==> config.mk <==
export PLATFORM = sky130hd
export DESIGN_NAME = arty_status
export DESIGN_NICKNAME = d
export VERILOG_FILES = /design/src/board_pkg.sv /design/src/arty_status.sv /design/src/heartbeat_timer.sv /design/src/hold_counter.sv /design/src/rst_release_fsm.sv
export SDC_FILE = /design/constraint.sdc
export NUM_CORES = 1
export LEC_CHECK = 0
export BUFFER_PORTS_ARGS = -buffer_cell sky130_fd_sc_hd__buf_2
export CELL_PAD_IN_SITES_DETAIL_PLACEMENT = 1
export CELL_PAD_IN_SITES_GLOBAL_PLACEMENT = 2
export CORE_ASPECT_RATIO = 0.6
export CORE_MARGIN = 2
export CORE_UTILIZATION = 39
export DETAILED_ROUTE_END_ITERATION = 8
export PLACE_DENSITY = 0.91
export SLEW_MARGIN = 20
export SYNTH_ARGS = -nofsm -noshare
export SYNTH_HDL_FRONTEND = slang
export SYNTH_HIERARCHICAL = 1
export SYNTH_SLANG_ARGS = --single-unit
==> constraint.sdc <==
create_clock -name cpu_clk -period 1.9 [get_ports cpu_clk]
set_input_delay 0.19 -clock cpu_clk [delete_from_list [all_inputs] [get_ports cpu_clk]]
set_output_delay 0.19 -clock cpu_clk [all_outputs]
set_load 0.1 [all_outputs]
==> src/board_pkg.sv <==
/*
 * Shared types and default constants for the board status block.
 * Defaults suit the board clock; simulation overrides them through the
 * top-level parameters.
 */

package board_pkg;

    //==================================================
    // Widths with a meaning
    //==================================================

    // Timer count or reload value, in clock cycles
    typedef logic [31:0] tick_count_t;

    // Interleaved RGB word: bit 3k+2 red k, 3k+1 green k, 3k blue k
    typedef logic [11:0] rgb_led_t;

    // One colour bank, also reused for the four status LEDs
    typedef logic [3:0]  led_bank_t;

    // Two plain LEDs
    typedef logic [1:0]  pio_led_t;

    //==================================================
    // Reset release state machine
    //==================================================
    typedef enum logic {
        RST_HELD = 1'b0,
        RST_RUN  = 1'b1
    } rst_state_e;

    //==================================================
    // Defaults for the top-level parameters
    //==================================================
    localparam tick_count_t DEFAULT_CLK_FREQ_HZ = 32'd25_000_000;
    localparam int          DEFAULT_HOLD_CYCLES = 16;

endpackage : board_pkg

==> src/arty_status.sv <==
/*
 * Board reset and status logic. extn_rst_n_i is asynchronous to cpu_clk.
 * LED outputs are combinational from their inputs.
 */

module arty_status #(
    parameter board_pkg::tick_count_t CLK_FREQ_HZ = board_pkg::DEFAULT_CLK_FREQ_HZ,
    parameter int                     HOLD_CYCLES = board_pkg::DEFAULT_HOLD_CYCLES
) (
    input  logic                   cpu_clk,
    input  logic                   hard_rst_n,
    input  logic                   extn_rst_n_i,
    input  board_pkg::rgb_led_t    pio_led_rgb_i,
    input  board_pkg::pio_led_t    pio_led_i,
    output logic                   sys_rst_n_o,
    output board_pkg::led_bank_t   ledr_o,
    output board_pkg::led_bank_t   ledg_o,
    output board_pkg::led_bank_t   ledb_o,
    output board_pkg::led_bank_t   status_led_o
);

    // Two heartbeat toggles per second
    localparam board_pkg::tick_count_t RELOAD_VALUE = CLK_FREQ_HZ / 2;

    logic count_en;
    logic count_clr;
    logic hold_done;
    logic heartbeat;

    //==================================================
    // Reset conditioning
    //==================================================
    rst_release_fsm u_rst_fsm (
        .cpu_clk      (cpu_clk),
        .hard_rst_n   (hard_rst_n),
        .extn_rst_n_i (extn_rst_n_i),
        .hold_done_i  (hold_done),
        .count_en_o   (count_en),
        .count_clr_o  (count_clr),
        .sys_rst_n_o  (sys_rst_n_o)
    );

    hold_counter #(
        .HOLD_CYCLES (HOLD_CYCLES)
    ) u_hold_cnt (
        .cpu_clk     (cpu_clk),
        .hard_rst_n  (hard_rst_n),
        .count_en_i  (count_en),
        .count_clr_i (count_clr),
        .hold_done_o (hold_done)
    );

    // Runs from the generated reset, not the hard one
    heartbeat_timer #(
        .RELOAD_VALUE (RELOAD_VALUE)
    ) u_heartbeat (
        .cpu_clk     (cpu_clk),
        .sys_rst_n_i (sys_rst_n_o),
        .heartbeat_o (heartbeat)
    );

    //==================================================
    // LED wiring
    //==================================================
    always_comb begin
        for (int k = 0; k < 4; k++) begin
            ledr_o[k] = pio_led_rgb_i[3*k+2];
            ledg_o[k] = pio_led_rgb_i[3*k+1];
            ledb_o[k] = pio_led_rgb_i[3*k];
        end
    end

    // Board LEDs 4 to 7
    assign status_led_o = {heartbeat, !sys_rst_n_o, pio_led_i};

endmodule : arty_status

==> src/heartbeat_timer.sv <==
/*
 * Heartbeat toggle. Held low while sys_rst_n_i is low.
 * Each heartbeat level lasts RELOAD_VALUE+1 cycles; RELOAD_VALUE must be
 * nonzero.
 */

module heartbeat_timer #(
    parameter board_pkg::tick_count_t RELOAD_VALUE = 32'd12_500_000
) (
    input  logic cpu_clk,
    input  logic sys_rst_n_i,
    output logic heartbeat_o
);

    board_pkg::tick_count_t timer_q;
    logic                   tick_q;

    //==================================================
    // Reloading down-counter
    //==================================================
    always_ff @(posedge cpu_clk, negedge sys_rst_n_i) begin
        if (!sys_rst_n_i) begin
            timer_q <= '0;
            tick_q  <= 1'b0;
        end else if (timer_q == '0) begin
            timer_q <= RELOAD_VALUE;
            tick_q  <= 1'b1;
        end else begin
            timer_q <= timer_q - 1'b1;
            tick_q  <= 1'b0;
        end
    end

    // Toggle on the edge after each tick
    always_ff @(posedge cpu_clk, negedge sys_rst_n_i) begin
        if (!sys_rst_n_i) begin
            heartbeat_o <= 1'b0;
        end else if (tick_q) begin
            heartbeat_o <= !heartbeat_o;
        end
    end

    //==================================================
    // Checks
    //==================================================
    a_tick_single : assert property (
        @(posedge cpu_clk) disable iff (!sys_rst_n_i)
        tick_q |=> !tick_q
    ) else $error("heartbeat tick high for two cycles");

endmodule : heartbeat_timer

==> src/hold_counter.sv <==
/*
 * Saturating count of consecutive enabled cycles. Clear wins over enable.
 * HOLD_CYCLES must be at least 1.
 */

module hold_counter #(
    parameter int HOLD_CYCLES = 16
) (
    input  logic cpu_clk,
    input  logic hard_rst_n,
    input  logic count_en_i,
    input  logic count_clr_i,
    output logic hold_done_o
);

    localparam int CNT_W = $clog2(HOLD_CYCLES + 1);
    localparam logic [CNT_W-1:0] CNT_MAX = CNT_W'(HOLD_CYCLES);

    logic [CNT_W-1:0] count_q;

    always_ff @(posedge cpu_clk, negedge hard_rst_n) begin
        if (!hard_rst_n) begin
            count_q <= '0;
        end else if (count_clr_i) begin
            count_q <= '0;
        end else if (count_en_i && (count_q != CNT_MAX)) begin
            count_q <= count_q + 1'b1;
        end
    end

    // Terminal flag held while saturated
    assign hold_done_o = (count_q == CNT_MAX);

    a_count_in_range : assert property (
        @(posedge cpu_clk) disable iff (!hard_rst_n)
        count_q <= CNT_MAX
    ) else $error("hold count above HOLD_CYCLES");

endmodule : hold_counter

==> src/rst_release_fsm.sv <==
/*
 * External reset conditioning. extn_rst_n_i may be fully asynchronous.
 * sys_rst_n_o asserts two edges after the input is sampled low and
 * releases only after HOLD_CYCLES consecutive synchronized high cycles.
 */

module rst_release_fsm (
    input  logic cpu_clk,
    input  logic hard_rst_n,
    input  logic extn_rst_n_i,
    input  logic hold_done_i,
    output logic count_en_o,
    output logic count_clr_o,
    output logic sys_rst_n_o
);

    //==================================================
    // Two-flop synchronizer
    //==================================================
    logic [1:0]             extn_sync_q;
    logic                   extn_rst_n_sync;

    board_pkg::rst_state_e  state_q;
    board_pkg::rst_state_e  state_d;

    always_ff @(posedge cpu_clk, negedge hard_rst_n) begin
        if (!hard_rst_n) begin
            extn_sync_q <= 2'b00;
        end else begin
            extn_sync_q <= {extn_sync_q[0], extn_rst_n_i};
        end
    end

    assign extn_rst_n_sync = extn_sync_q[1];

    //==================================================
    // Held / run state machine
    //==================================================
    always_comb begin
        state_d     = state_q;
        count_en_o  = 1'b0;
        count_clr_o = 1'b1;
        case (state_q)
            board_pkg::RST_HELD: begin
                // Count while high and restart the window on any low
                count_en_o  = extn_rst_n_sync;
                count_clr_o = !extn_rst_n_sync;
                if (hold_done_i && extn_rst_n_sync) begin
                    state_d = board_pkg::RST_RUN;
                end
            end
            board_pkg::RST_RUN: begin
                if (!extn_rst_n_sync) begin
                    state_d = board_pkg::RST_HELD;
                end
            end
            default: begin
                state_d = board_pkg::RST_HELD;
            end
        endcase
    end

    // Output register tracks the state so it never glitches
    always_ff @(posedge cpu_clk, negedge hard_rst_n) begin
        if (!hard_rst_n) begin
            state_q     <= board_pkg::RST_HELD;
            sys_rst_n_o <= 1'b0;
        end else begin
            state_q     <= state_d;
            sys_rst_n_o <= (state_d == board_pkg::RST_RUN);
        end
    end

    //==================================================
    // Checks
    //==================================================

    // Release needs a high synchronized input on the edge that releases
    a_no_release_while_low : assert property (
        @(posedge cpu_clk) disable iff (!hard_rst_n)
        $rose(sys_rst_n_o) |-> $past(extn_rst_n_sync)
    ) else $error("sys_rst_n_o released while synchronized reset was low");

    a_en_clr_exclusive : assert property (
        @(posedge cpu_clk) disable iff (!hard_rst_n)
        !(count_en_o && count_clr_o)
    ) else $error("count enable and clear asserted together");

endmodule : rst_release_fsm
-- Word-level counts from Yosys, hierarchy flattened
Cells that the tools add are included.
- flip-flop bits (word level): 42
- input port bits: 17
- output and inout port bits: 17
- word-level logic and storage cells: 27
- add/subtract/negate cells: 2
- equal/unequal tests: 2
- mux-type cells: 9
- bitwise logic cells: 1
- reduce and logical (&&, ||, !) cells: 7
- operators with widths (kind ; count):
    $logic_not A32 Y1 ; 1
    $mux W32 ; 1
    $sub A32 B1 Y32 const B ; 1
    $mux W5 ; 2
    $add A5 B1 Y5 const B ; 1
    $eq A5 B5 Y1 const B ; 1
    $mux W1 ; 5
    $ne A5 B5 Y1 const B ; 1
    $logic_not A1 Y1 ; 3
    $logic_and A1 B1 Y1 ; 2
    $pmux W1 S2 ; 1
    $reduce_bool A2 Y1 ; 1
    $not A1 Y1 ; 1

-- Longest topological paths before layout
Gate-level depths: netlist of run 1.
- depth in word-level cells: 4
- depth in mapped cells: 9
- depth with buffers taken out: 7

-- Cells and area by module
The synthesis of run 1 kept the hierarchy.
- by module, submodules not included (module ; instances ; cells an instance ; area an instance (µm²) ; seq. area each (µm²)):
    heartbeat_timer ; 1 ; 167 ; 1722.9 ; 850.8
    hold_counter ; 1 ; 27 ; 292.8 ; 125.1
    arty_status ; 1 ; 16 ; 116.4 ; 0.0
    rst_release_fsm ; 1 ; 6 ; 95.1 ; 75.1

-- Least setup slack after synthesis of run 1
Ideal clock, no wire load.
- path type: reg2out
- from: register, netlist name u_rst_fsm/state_q
- to: output status_led_o[2]
- arrival time: 2668 ps
- data required time: 1710 ps
- setup slack: -958 ps
- stages on the path, launching flop included: 2
- buffers on the path: 0
- path through: dfrtp_1 -> inv_1
- RTL lines (what ; RTL line ; source):
    end: declaration ; arty_status.sv:19 ; output board_pkg::led_bank_t status_led_o

-- Worst setup path in the final report of run 1
- from: register u_heartbeat.timer_q[3]
- to: register u_heartbeat.timer_q[21]
- cells in the longest elaborated chain, start to end: 2
- elaborated cells on any way between the ends: 3
- classes of those cells: 1 x add/sub; 1 x mux; 1 x reduce/logical
- ends and longest elaborated chain (what ; RTL line ; source):
    start: declaration ; heartbeat_timer.sv:15 ; board_pkg::tick_count_t timer_q;
    start signal: assignment ; heartbeat_timer.sv:29 ; timer_q <= timer_q - 1'b1;
    $sub A32 B1 Y32 or $logic_not A32 Y1 (tied branches) ; heartbeat_timer.sv:29, heartbeat_timer.sv:25 ;
    $mux W32 (*) ; heartbeat_timer.sv:25 ; end else if (timer_q == '0) begin
Mark *: on every way between the ends. The rest lies on a longest branch, timed or not.
A chain may end at the register's enable or synchronous reset.

==> results.toml, run 1 <==
[clock_network]
clock-sinks = 42
root_buffer = "clkbuf_8"
cts_made_buffers = 5
cts_buffer_depth = 2
path_clk_slew_ns = 0.09
cts_tree = "yes"
htree_levels = 2
insertion_delay_ns = 0.30

[cells_and_area]
nets = 292
final_cell_mix = "buf_4 (48), dfrtp_1 (41), nor2_1 (18), buf_6 (12), xnor2_1 (10)"
design_area_mm2 = 0.00320
n_antenna_cell = 0
area_delta_synth_final_pct = 43.7
mostFrequentLayoutCell = "buf_4"
layout-drive-gt1-share_pct = 50.9
nFillCells = 578

[synth]
ys_ff_latch = 42
netlist.area_leader.share_pct = 47.2
ys_warn_count = 6
synthCells = 216
synth_seq_area_share_pct = 47.2
synth.distinct_cells = 43
ys.flop_type = "dfrtp_1"
yosysTopAreaCell = "dfrtp_1"
syn_area_per_cell_um2 = 10.3
synth_area_leaders = "dfrtp_1 (47%), buf_4 (5.4%), nor2_1 (4.4%), xnor2_1 (3.9%), or4_1 (3.0%)"
async_reset_ff_share_pct = 100
netlist_area_mm2 = 0.00223
synth_edf_count = 0
synth_nets = 236

[die]
initial_core_util_pct = 40.2
die_height_um = 62.5
die_area_mm2 = 0.00635
dieWidth_um = 102
rows = 21
core_area_mm2 = 0.00554
ioPinCount = 34

[pwr]
clockPowerShare_pct = 39.9
switchingPower_uw = 359
p_total_uw = 1570
p_sw_share_pct = 22.9
internal_power_uw = 1210
power_frac_comb_pct = 2.3
p_leak_uw = 0.00135
pwr-share-seq_pct = 57.8
irDropWorstVdd_uv = 296
powerDensity_mw_per_mm2 = 490

[worst_setup_path]
required_ns = 2.14
crit_path_cell_trace = "or4_4 -> or3_4 -> or4_1 -> nand3_1"
cp.arrival_ns = 2.38
cp_slowest_cell = "or4_4"
crit_path_max_fanout = 5
rrSetupSlack_ns = -0.24
setup.worst_path.end_class = "register"
critical_path.max_stage_delay_ns = 0.56
crit_type = "register to register"
cp-start-kind = "register"

[sta]
worst_slack_ns = -0.239
fin_crit_ns = 2.14
tightest_slew_ns = 0.483
fmax_mhz = 467
setup_viol = 30
finalClockSkew_ns = 0.00799
relSlewSlack_pct = 68.0
hold_viol_final = 0
drv_slew = 0
timing.hold.ws_ns = 0.131
post-route-period-util_pct = 113
rsz0062_at_grt = "true"
tns_ns = -3.78

[status]
violations = "negative setup slack"
status = "finished with violations"

[min_path]
min_path_type = "register to asynchronous set/reset pin"

[placed_design]
dpl_cell_area_mm2 = 0.00261
gp_congestion = 0.808
port_buffers = 5
hpwl_mm = 4.29

[global_route]
grt.overflow.total = 0
grt_max_degree = 30
grt_util_all_layers_pct = 23.9
grt_pass1_vias = 2100
grt_pass1_wl_mm = 11.5
grt_antenna_before_repair = 0

[route]
firstDrtPassIters = 4
vias = 1894
wirelength_mm = 7.13
avgViaCountPerCell = 5.37
wl_per_cell_um = 20.2
antenna_left = 0
drt_iter0_drc = 78
drc_errors = 0

[job]
maxCapViolCount = 0
metal layers:
metal | routed length (µm) | up-vias | global-route usage (%)
met1 | 3230 | 977 | 31.5
met2 | 3550 | 32 | 39.6
met4 | 138 | 0 | 7.43
li1 | - | 872 | -
met5 | 0 | - | 0
met3 | 220 | 13 | 4.59
registers in the layout, indices dropped and copies added, names as in the netlist:
name	cells
u_rst_fsm/state_q	1
u_heartbeat/heartbeat_o	1
u_heartbeat/timer_q	32
u_rst_fsm/extn_sync_q	2
u_hold_cnt/count_q	5
u_heartbeat/tick_q	1
worst max-delay path: cells and delay by family, from the launching register on:
kind	cells	cell delay, ns
AND/OR/NAND/NOR	4	1.68
flip-flops	1	0.40
power groups by stage:
stage               Combinational, µW  Sequential [µW]  Clock, µW
floorplan                         160              922          0
global placement                 28.2              923          0
detailed placement               31.4              924          0
CTS                              34.5              907        639
global route                     39.8              909        682
finish                           36.1              907        626
area by class of cell:
type / count / area (µm²) / share of cell area (%)
Multi-Input combinational cell: 143 / 1270 / 39.8
Tap cell: 80 / 100 / 3.13
Timing Repair Buffer: 72 / 651 / 20.3
Inverter: 8 / 30.0 / 0.938
Sequential cell: 42 / 1050 / 32.9
Clock inverter: 2 / 12.5 / 0.391
Clock buffer: 6 / 82.6 / 2.58
cells in the mapped netlist (2+ instances only):
cell and number:
a2111o_1 2, a21oi_1 6, a31oi_1 2, buf_2 3, buf_4 16, clkbuf_1 4
dfrtp_1 42, ha_1 3, inv_1 7, mux2_2 4, mux2i_1 2, nand2_1 8
nand2b_1 4, nand3_1 5, nand4_1 5, nand4b_1 3, nor2_1 26, nor2b_1 2
nor3_1 3, nor4_1 5, o21ai_0 2, o21ai_1 3, o31ai_1 7, o41ai_1 3
or2_2 2, or3_1 9, or4_1 9, or4b_1 2, xnor2_1 10, xor2_1 4
what timing repair did:
item,CTS,global route
endpoints found under the hold margin,9,0
gates cloned,2,0
setup buffers,7,8
setup endpoints to repair,33,33
gates resized for setup,49,28
pin swaps,22,16
hold buffers,2,0
final timing paths:
kind | start | endpoint | depth (start not counted)
max | u_heartbeat/timer_q[3] | u_heartbeat/timer_q[21] | 4
min | u_rst_fsm/state_q | u_heartbeat/timer_q[26] | 0
max reg2reg | u_heartbeat/timer_q[3] | u_heartbeat/timer_q[21] | 4
min reg2reg | u_rst_fsm/state_q | u_heartbeat/timer_q[26] | 0
max in group asynchronous | u_rst_fsm/state_q | u_heartbeat/timer_q[1] | 1
min in group cpu_clk | u_rst_fsm/extn_sync_q[0] | u_rst_fsm/extn_sync_q[1] | 0
per-stage QoR:
| stage | worst slack, ns | util, % | cells |
|---|---|---|---|
| 5_1_grt | -0.270 | 57.7 | 353 |
| 2_1_floorplan | -0.281 | - | 216 |
| 3_5_place_dp | -0.302 | 47.1 | 327 |
| 6_report | -0.239 | 57.7 | 353 |
| 4_1_cts | -0.207 | 54.6 | 346 |
| 3_3_place_gp | -0.224 | 47.1 | 327 |
cells by family after synthesis:
group	Yosys count	share of synthesized area [%]
flops	42	47.2
fa+ha+maj	3	1.69
mux	7	3.60
buf+inv	32	8.60
compound gates	28	8.82
xor+xnor	14	5.51
simple gates	90	24.6
Power figures use the tool's default switching activity.
==> run 2: changes to the inputs <==
--- a/config.mk
+++ b/config.mk
@@ -18,3 +18,4 @@
 export SYNTH_HDL_FRONTEND = slang
 export SYNTH_HIERARCHICAL = 1
 export SYNTH_SLANG_ARGS = --single-unit
+export TNS_END_PERCENT = 20
==> run 2 against run 1 <==
Compared with the run above:
- the flow still finishes with violations (negative setup slack)
- critical path depth unchanged
- sequential share of layout area up 3.1 points
- global-route usage is 4.8 points lower
- clock power rose by 2%
- cell count is 4.0% lower
- count of clock-buffer cells in the layout down 1
- power grew 0.33%
- combinational power shrank 9.7%
- critical endpoint is now u_heartbeat/timer_q[29]
- highest routed layer unchanged
==> results.toml, run 2 (synthesized netlist as in run 1, its figures left out) <==
[worst_setup_path]
cp-start-kind = "register"
critical_path.most_common_cell = "or4_4"
crit_path_cell_trace = "or4_4 -> or3_4 -> or4_4 -> a21oi_2"
crit_start = "u_heartbeat/timer_q[22]"
cp.arrival_ns = 2.35
crit_path_max_fanout = 4
critical_path.max_stage_delay_ns = 0.58
cp_slowest_cell = "or4_4"
reg2reg_from = "u_heartbeat/timer_q[22]"
setup.worst_path.end_class = "register"
required_ns = 2.13
crit_type = "register to register"

[status]
violations = "negative setup slack"
status = "finished with violations"

[sta]
worst_slack_ns = -0.221
fin_crit_ns = 2.12
drv_slew = 0
rsz0062_at_grt = "true"
tightest_slew_ns = 0.469
finalClockSkew_ns = 0.0113
fmax_mhz = 471
relSlewSlack_pct = 68.3
tns_ns = -4.25
setup_viol = 30
hold_viol_final = 0
post-route-period-util_pct = 112

[route]
avgViaCountPerCell = 5.30
drt_iter0_drc = 41
drc_errors = 0
antenna_left = 0
wl_per_cell_um = 16.8
wirelength_mm = 5.70
vias = 1797
firstDrtPassIters = 4

[cells_and_area]
multi_input_area_mm2 = 0.00114
mostFrequentLayoutCell = "buf_4"
layout-drive-gt1-share_pct = 41.3
reg.largest.list = "u_heartbeat/timer_q: 32 flops, u_hold_cnt/count_q: 5 flops, u_rst_fsm/extn_sync_q: 2 flops"
stdcell_count = 339
regArea_mm2 = 0.00105
largest_reg_flops = 32
nFillCells = 597
nets = 278
final_cell_mix = "buf_4 (43), dfrtp_1 (41), nor2_1 (22), xnor2_1 (10), nand2_1 (8)"
top_register = "u_heartbeat/timer_q"
design_area_mm2 = 0.00293
n_antenna_cell = 0
area_delta_synth_final_pct = 31.3

[clock_network]
root_buffer = "clkbuf_8"
cts_tree = "yes"
cts_made_buffers = 5
clock-sinks = 42
path_clk_slew_ns = 0.10
insertion_delay_ns = 0.31
cts_buffer_depth = 2
htree_levels = 2

[pwr]
irDropWorstVdd_uv = 298
p_total_uw = 1570
p_sw_share_pct = 24.3
internal_power_uw = 1190
p_leak_uw = 0.00124
powerDensity_mw_per_mm2 = 538
switchingPower_uw = 382
power_frac_comb_pct = 2.1
pwr-share-seq_pct = 57.6
clockPowerShare_pct = 40.4

[min_path]
min_path_type = "input pin to asynchronous set/reset pin"

[die]
dieWidth_um = 102
ioPinCount = 34
die_area_mm2 = 0.00635
die_height_um = 62.5
rows = 21
initial_core_util_pct = 40.2
core_area_mm2 = 0.00554

[global_route]
grt_antenna_before_repair = 0
grt_max_degree = 21
grt.overflow.total = 0
grt_util_all_layers_pct = 19.1
grt_pass1_wl_mm = 9.34
grt_pass1_vias = 1877

[placed_design]
dpl_cell_area_mm2 = 0.00258
hpwl_mm = 3.86
place.detailed.instances = 325
port_buffers = 5
gp_congestion = 0.797
place_ws_ns = -0.274

[job]
maxCapViolCount = 0
==> run 2: cell count changes in the layout (fill, tap and decap cells not counted), sizes merged <==
cell | previous run | this run
buf | 70 | 57
clkinvlp | 1 | 0
inv | 8 | 10
clkbuf | 6 | 5
or3 | 11 | 10
==> run 2: power groups by stage <==
stage	registers, µW	clock network (µW)	logic (µW)
finish	906	636	32.6
global route	908	704	36.6
CTS	906	656	33.1
detailed placement	924	0	29.8
global placement	923	0	28.8
floorplan	922	0	160
==> run 2: critical path: cells and delay by family (launching register included) <==
kind	cells	cell delay, ns
AND/OR/NAND/NOR	3	1.49
AO/OA/AOI/OAI	1	0.15
flip-flops	1	0.40
==> run 2: layout make-up <==
type	count	area share [%]
clock buffers	5	2.35
clock inverters	3	0.984
inverters	8	1.11
multi-input cells	142	39.0
flip-flops and latches	42	36.0
well taps	80	3.42
repair buffers	59	17.2
==> run 2: final timing paths <==
path | to | depth (start not counted) | slack [ns]
hold / removal | u_hold_cnt/count_q[1] | 2 | 0.26
hold reg to reg | u_heartbeat/timer_q[22] | 1 | 0.33
setup reg to reg | u_heartbeat/timer_q[29] | 4 | -0.22
setup / recovery | u_heartbeat/timer_q[29] | 4 | -0.22
max in group asynchronous | u_heartbeat/timer_q[8] | 1 | 1.34
min in group cpu_clk | u_rst_fsm/extn_sync_q[1] | 0 | 0.35
==> run 2: per-stage QoR <==
step / hold WS (ns) / utilization (%)
3_3_place_gp: 0.0440 / 46.6
2_1_floorplan: -0.106 / -
3_5_place_dp: 0.0434 / 46.6
6_report: 0.261 / 52.8
5_1_grt: 0.273 / 52.8
4_1_cts: 0.237 / 51.0
==> run 2: metal layers <==
metal	vias to the layer above	part of all wire (%)	wire (µm)	global-route usage (%)
li1	845	-	-	-
met1	922	49	2780	26.6
met2	19	48	2710	30.1
met3	11	2.1	122	4.03
met4	0	1.4	82	5.57
met5	-	0	0	0
==> run 2: timing repair <==
action,4_1_cts,5_1_grt
gates resized for setup,25,14
pin swaps,12,5
cloned,0,0
buffers inserted,2,2
setup endpoints to repair,33,33
hold endpoints to repair,9,0
hold buffers,2,0
